--- src/logic/gelato_cfg_pkg.sv ---
// ##########################################################
// Instruction cache configuration
// Address, word and line sizes plus the cache address split
// ##########################################################

package gelato_cfg_pkg;

  // Byte address and instruction word
  localparam int ADDR_W = 32;
  localparam int DATA_W = 32;

  // Line geometry
  localparam int LINE_WORDS = 4;
  localparam int LINE_W     = LINE_WORDS * DATA_W;
  localparam int LINE_NUM   = 16;

  // Address fields from the tag down to the byte offset
  localparam int OFFSET_W   = $clog2(LINE_W / 8);
  localparam int WORD_SEL_W = $clog2(LINE_WORDS);
  localparam int BYTE_SEL_W = OFFSET_W - WORD_SEL_W;
  localparam int INDEX_W    = $clog2(LINE_NUM);
  localparam int TAG_W      = ADDR_W - INDEX_W - OFFSET_W;

  // Core number width for the default build of four cores
  localparam int CORE_W = 2;

endpackage

--- src/logic/gelato_cache_pkg.sv ---
// ##########################################################
// Instruction cache types
// Fetch address views and the L1 line entry
// ##########################################################

package gelato_cache_pkg;

  // Fields of a fetch address
  typedef struct packed {
    logic [gelato_cfg_pkg::TAG_W-1:0]      tag;
    logic [gelato_cfg_pkg::INDEX_W-1:0]    index;
    logic [gelato_cfg_pkg::WORD_SEL_W-1:0] word;
    logic [gelato_cfg_pkg::BYTE_SEL_W-1:0] byte_off;
  } fetch_fields_t;

  // One address word, read raw for the bus or split for the cache
  typedef union packed {
    logic [gelato_cfg_pkg::ADDR_W-1:0] raw;
    fetch_fields_t                     f;
  } fetch_addr_u;

  // Cache line as an array of instruction words
  typedef logic [gelato_cfg_pkg::LINE_WORDS-1:0][gelato_cfg_pkg::DATA_W-1:0] l1_line_t;

  // One direct-mapped entry
  typedef struct packed {
    logic                             valid;
    logic [gelato_cfg_pkg::TAG_W-1:0] tag;
    l1_line_t                         line;
  } l1_entry_t;

endpackage

--- src/logic/gelato_l1_cache_if.sv ---
// ##########################################################
// Fetch link from the dispatcher to one L1 cache
// ##########################################################

`timescale 1ns/1ps

interface gelato_l1_cache_if;

  logic                              valid;
  logic [gelato_cfg_pkg::ADDR_W-1:0] addr;
  // One-cycle pulse with the fetched word
  logic                              done;
  logic [gelato_cfg_pkg::DATA_W-1:0] data;

  modport master (output valid, output addr, input done, input data);
  modport slave  (input valid, input addr, output done, output data);

endinterface

--- src/logic/gelato_l2_cache_if.sv ---
// ##########################################################
// Line fill link from one L1 cache to the miss arbiter
// ##########################################################

`timescale 1ns/1ps

interface gelato_l2_cache_if;

  // Request held until done, addr is line aligned
  logic                              valid;
  logic [gelato_cfg_pkg::ADDR_W-1:0] addr;
  logic                              done;
  logic [gelato_cfg_pkg::LINE_W-1:0] line;

  modport master (output valid, output addr, input done, input line);
  modport slave  (input valid, input addr, output done, output line);

endinterface

--- src/logic/gelato_l1_inst_cache.sv ---
// ##########################################################
// L1 instruction cache
// Direct-mapped, one per core, fills whole lines over the
// L2 link on a miss
// ##########################################################

`timescale 1ns/1ps

module gelato_l1_inst_cache (
  input  logic             clk,
  input  logic             rst_n,
  gelato_l1_cache_if.slave  fetch,
  gelato_l2_cache_if.master fill
);

  typedef enum logic {
    ST_IDLE,
    ST_FILL
  } state_e;

  state_e                             state;
  gelato_cache_pkg::l1_entry_t        entries [gelato_cfg_pkg::LINE_NUM];
  gelato_cache_pkg::fetch_addr_u      req;
  gelato_cache_pkg::l1_entry_t        cur;
  gelato_cache_pkg::l1_line_t         fill_line;
  logic                               hit;
  logic                               done_q;
  logic [gelato_cfg_pkg::DATA_W-1:0]  data_q;
  logic                               fill_valid;
  logic [gelato_cfg_pkg::ADDR_W-1:0]  fill_addr;

  // Decode the held fetch address
  assign req       = fetch.addr;
  assign cur       = entries[req.f.index];
  assign hit       = cur.valid && (cur.tag == req.f.tag);
  assign fill_line = fill.line;

  always_ff @(posedge clk or negedge rst_n) begin
    if (!rst_n) begin
      state      <= ST_IDLE;
      done_q     <= 1'b0;
      fill_valid <= 1'b0;
      for (int i = 0; i < gelato_cfg_pkg::LINE_NUM; i++) begin
        entries[i].valid <= 1'b0;
      end
    end else begin
      done_q <= 1'b0;
      case (state)
        ST_IDLE: begin
          // Skip the cycle where done is still out and valid not yet dropped
          if (fetch.valid && !done_q) begin
            if (hit) begin
              done_q <= 1'b1;
            end else begin
              fill_valid <= 1'b1;
              state      <= ST_FILL;
            end
          end
        end
        ST_FILL: begin
          if (fill.done) begin
            entries[req.f.index].valid <= 1'b1;
            entries[req.f.index].tag   <= req.f.tag;
            entries[req.f.index].line  <= fill_line;
            done_q     <= 1'b1;
            fill_valid <= 1'b0;
            state      <= ST_IDLE;
          end
        end
      endcase
    end
  end

  // Word and fill address are only looked at alongside done and valid
  always_ff @(posedge clk) begin
    if (state == ST_FILL) begin
      data_q <= fill_line[req.f.word];
    end else begin
      data_q    <= cur.line[req.f.word];
      fill_addr <= {req.f.tag, req.f.index, {gelato_cfg_pkg::OFFSET_W{1'b0}}};
    end
  end

  assign fetch.done = done_q;
  assign fetch.data = data_q;
  assign fill.valid = fill_valid;
  assign fill.addr  = fill_addr;

endmodule

--- src/flat_wrapper.sv ---
// flat-port wrapper written by rule: the top's interface ports become plain ports
module gelato_l1_inst_cache_flat 
  (clk, rst_n, fetch_valid, fetch_addr, fetch_done, fetch_data, fill_valid, fill_addr, fill_done, fill_line);
  gelato_l1_cache_if fetch_i ();
  gelato_l2_cache_if fill_i ();
  input  logic clk;
  input  logic rst_n;
  input wire logic [$bits(fetch_i.valid)-1:0] fetch_valid;
  input wire logic [$bits(fetch_i.addr)-1:0] fetch_addr;
  output wire logic [$bits(fetch_i.done)-1:0] fetch_done;
  output wire logic [$bits(fetch_i.data)-1:0] fetch_data;
  output wire logic [$bits(fill_i.valid)-1:0] fill_valid;
  output wire logic [$bits(fill_i.addr)-1:0] fill_addr;
  input wire logic [$bits(fill_i.done)-1:0] fill_done;
  input wire logic [$bits(fill_i.line)-1:0] fill_line;
  assign fetch_i.valid = fetch_valid;
  assign fetch_i.addr = fetch_addr;
  assign fetch_done = fetch_i.done;
  assign fetch_data = fetch_i.data;
  assign fill_valid = fill_i.valid;
  assign fill_addr = fill_i.addr;
  assign fill_i.done = fill_done;
  assign fill_i.line = fill_line;
  gelato_l1_inst_cache u_core (.clk(clk), .rst_n(rst_n), .fetch(fetch_i), .fill(fill_i));
endmodule
--- config.mk ---
export PLATFORM = sky130hd
export DESIGN_NAME = gelato_l1_inst_cache_flat
export DESIGN_NICKNAME = d
export VERILOG_FILES = /design/src/logic/gelato_cfg_pkg.sv /design/src/logic/gelato_cache_pkg.sv /design/src/logic/gelato_l1_cache_if.sv /design/src/logic/gelato_l2_cache_if.sv /design/src/logic/gelato_l1_inst_cache.sv /design/src/flat_wrapper.sv
export SDC_FILE = /design/constraint.sdc
export NUM_CORES = 2
export LEC_CHECK = 0
export CORE_MARGIN = 2
export CORE_UTILIZATION = 46
export DETAILED_ROUTE_END_ITERATION = 8
export DONT_BUFFER_PORTS = 1
export PLACE_DENSITY = 0.58
export SLEW_MARGIN = 30
export SYNTH_ARGS = -nofsm -noshare
export SYNTH_HDL_FRONTEND = slang
export SYNTH_SLANG_ARGS = --single-unit
--- constraint.sdc ---
create_clock -name clk -period 15.4 [get_ports clk]
set_input_delay 0 -clock clk [delete_from_list [all_inputs] [get_ports clk]]
set_output_delay 0 -clock clk [all_outputs]
set_load 0.02 [all_outputs]
==> summary.md <==
| Metric | Value |
|---|---|
| Final WL | 345.3 mm |
| Met3 wire len | 31.72 mm |
| Pre-CTS setup slack | 10.48 ns |
| Detailed-placement wirelength estimate | 160.5 mm |
| H-tree Lvls | 5 |
| Setup Skew | 0.07215 ns |
| Width of the die | 495.1 um |
| Syn-to-layout area delta | 12.13% |
| Initial antenna violation count | 80 |
| CTS Hold Bufs | 188 |
| Final Instance Count excl. Fillers | 9727 |
| Grt ovf | 0 |
| Max Clk Rate | 201.4 MHz |
| Critical Path Source Type | input port |
| Setup TNS | 0 ns |
| Syn Std Cell Area | 110900 um^2 |
| Failing checks | hold timing |
| Share of cells above drive strength 1 | 20.40% |
| Unrepaired setup endpoints after global routing | false |
| Worst EP arrival | 5.73 ns |
| Clock root buffer master | clkbuf_16 |
| GP Congestion | 0.7648 |
| Peak supply drop | 0.1155 mV |
| Via count | 62212 |
| Critical setup path kind | in2reg |
| Clock latency on the worst-skew pair | 0.95 ns |
| Leakage | 43.96 nW |
| HP Class | in2reg |
| Largest net degree at the start of global routing | 635 |
| Leading cell type in the layout, fill and taps excluded | edfxtp_1 |
| Clock Tree Buf Depth | 4 |
| Top sig layer | met5 |
| Run status | finished, violations left |
| Mapped Avg Cell Area | 17.23 um^2 |
| Gates resized, CTS repair | 0 |
| Final period utilization | 32.25% |
| Commonest non-fill, non-tap cells in the layout | edfxtp_1, and3_1, mux4_2 |
| Die Ht | 495.1 um |
| Area post-placement | 113200 um^2 |
| Final Hold Slack | -0.008843 ns |
| Top Ports | 230 |
| Max-Cap Viols | 0 |
| Post-synthesis sequential area ratio | 67.60% |
| Crit path largest cell delay | 1.10 ns |
| Vias in the first global route | 61935 |
| Post-synthesis async set-or-reset flop share | 0.7567% |
| Highest net fanout along the worst path | 102 |
| First-pass GRT wire length | 485.5 mm |
| NumNets Final | 6485 |
| YS warnings | 0 |
| M1 WL | 140.1 mm |
| Max Slew Vio Count | 0 |
| Die ar. | 245100 um^2 |
| Power per cell area | 122.4 nW/um^2 |
| Worst Tran Pin Value | 1.094 ns |
| Placement Rows | 180 |
| Netlist cell types | 61 |
| Fin. Hold Viols | 1 |
| CTS tree | built |
| # DRC | 0 |
| Post-route ant nets | 0 |
| Core Area | 240100 um^2 |
| Max-slew headroom | 27.09% |
| Post-CTS setup buffer count | 0 |
| DR iter-0 viols | 8352 |
| Final setup violation count | 0 |
| Tot GR Track Use | 28.01% |
| Clock Pin Slew Worst Setup and Hold Paths | 0.06 ns |
| DR vias/cell | 6.396 |
| Placed Cells | 9006 |
| Min Tclk post-route | 4.966 ns |
| Worst Setup End Kind | flop |
| Filler cell count | 19259 |
| EDFF count, synth | 2460 |
| Num CTS Buffers | 286 |
| Synth Flop Type | edfxtp_1 |
| Initial Util | 46.20% |
| Critical-path top delay cell | dlygate4sd3_1 |
| Port buffer count | 0 |
| Fin area | 124400 um^2 |
| Clk sinks | 2511 |
| CP required | 16.17 ns |
| WL/cell | 35.49 um |
| Post-synthesis register bit count | 2511 |
| Synthesized instance count | 6437 |
| Pre-Repair DR Iteration Count | 8 |
| CP Cell Sequence | dlygate4sd3_1 > buf_16 > buf_16 > and2_4 > buf_4 > nor2b_4 > buf_4 > and2_1 |
| Met2 WL | 164.9 mm |
| FF-to-FF setup slack | 11.31 ns |
| Post-route setup slack | 10.43 ns |
-- synthesized netlist by cell type, types with 3 or more instances --
cell,number,area [um^2]
a21oi_1,4,20.02
a22oi_1,3,22.52
o21bai_1,16,120.1
o21ai_0,12,60.06
nor2_1,28,105.1
and2_1,642,4016
o22ai_1,12,75.07
mux2i_1,34,340.3
buf_12,3,60.06
buf_4,9,67.56
mux2_2,25,281.5
buf_2,72,360.4
nor2b_1,7,43.79
nor3_1,8,40.04
dfrtp_1,19,475.5
nor4_1,4,25.02
clkbuf_1,608,2282
a221oi_1,4,35.03
xor2_1,8,70.07
buf_6,11,123.9
dfxtp_1,32,640.6
nand3_1,7,35.03
a31oi_1,4,25.02
and3_1,1408,8808
buf_1,13,48.80
edfxtp_1,2460,73870
nand2_1,124,465.5
inv_1,9,33.78
nand2b_1,6,37.54
mux4_1,12,315.3
xnor2_1,20,175.2
mux4_2,777,17500
-- final timing paths --
path	cells after the start	start	endpoint
max	8	fetch_addr[7]	u_core.entries[12]$_DFFE_PP_
min	4	fetch_addr[7]	u_core.fetch.data[11]$_DFF_P_
max reg2reg	4	u_core.state$_DFF_PN0_	u_core.entries[1384]$_DFFE_PP_
min reg2reg	1	u_core.entries[611]$_DFFE_PN0P_	u_core.entries[611]$_DFFE_PN0P_
max in group asynchronous	3	rst_n	u_core.state$_DFF_PN0_
min in group asynchronous	3	rst_n	u_core.fetch.done$_DFF_PN0_
-- critical path, delay by kind of cell --
family / cells / cell delay (ns)
buffers and inverters: 5 / 3.63
AND/OR/NAND/NOR: 3 / 1.83
-- cell type report --
| type | count | area, um^2 | share of cell area (%) |
|---|---|---|---|
| well taps | 3185 | 3985 | 3.204 |
| repair buffers | 309 | 3585 | 2.882 |
| flip-flops and latches | 2511 | 74990 | 60.29 |
| clock buffers | 374 | 7715 | 6.203 |
| multi-input cells | 3203 | 33170 | 26.67 |
| inverters | 10 | 40.04 | 0.03219 |
| clock inverters | 108 | 823.3 | 0.6619 |
| diodes | 27 | 67.56 | 0.05432 |
-- registers in the layout, indices dropped and copies added (netlist names) --
register           flops
u_core.fetch.done      1
u_core.fill.valid      1
u_core.fetch.data     32
u_core.state           1
u_core.fill.addr      28
u_core.entries      2448
-- power breakdown --
part           total, mW  switching, mW  internal (mW)
combinational       1.16          0.759          0.399
sequential          7.67          0.105           7.56
clock               6.40           2.70           3.71
-- stage by stage --
step | power, mW | utilization (%)
6_report | 15.23 | 51.81
3_3_place_gp | 8.640 | 47.10
5_1_grt | 15.63 | 51.79
3_5_place_dp | 8.648 | 47.16
4_1_cts | 15.20 | 51.57
2_1_floorplan | 8.441 | -
-- cell families (layout without fill, tap and decap cells) --
| family | after synthesis | count (layout) | synth area share (%) |
|---|---|---|---|
| compound gates | 80 | 80 | 0.5561 |
| xor+xnor | 28 | 28 | 0.2211 |
| buf+inv | 726 | 801 | 2.687 |
| flops | 2511 | 2511 | 67.60 |
| mux | 848 | 848 | 16.62 |
| other cells | 1 | 31 | 0.003381 |
| simple gates | 2243 | 2243 | 12.31 |
-- metal layers --
layer	up-vias	GRT usage (%)
met5	-	0
met4	46	7.692
met3	520	5.856
met2	3025	44.14
met1	33371	39.75
li1	25250	-
No activity file was read; power rests on OpenSTA's default activity.
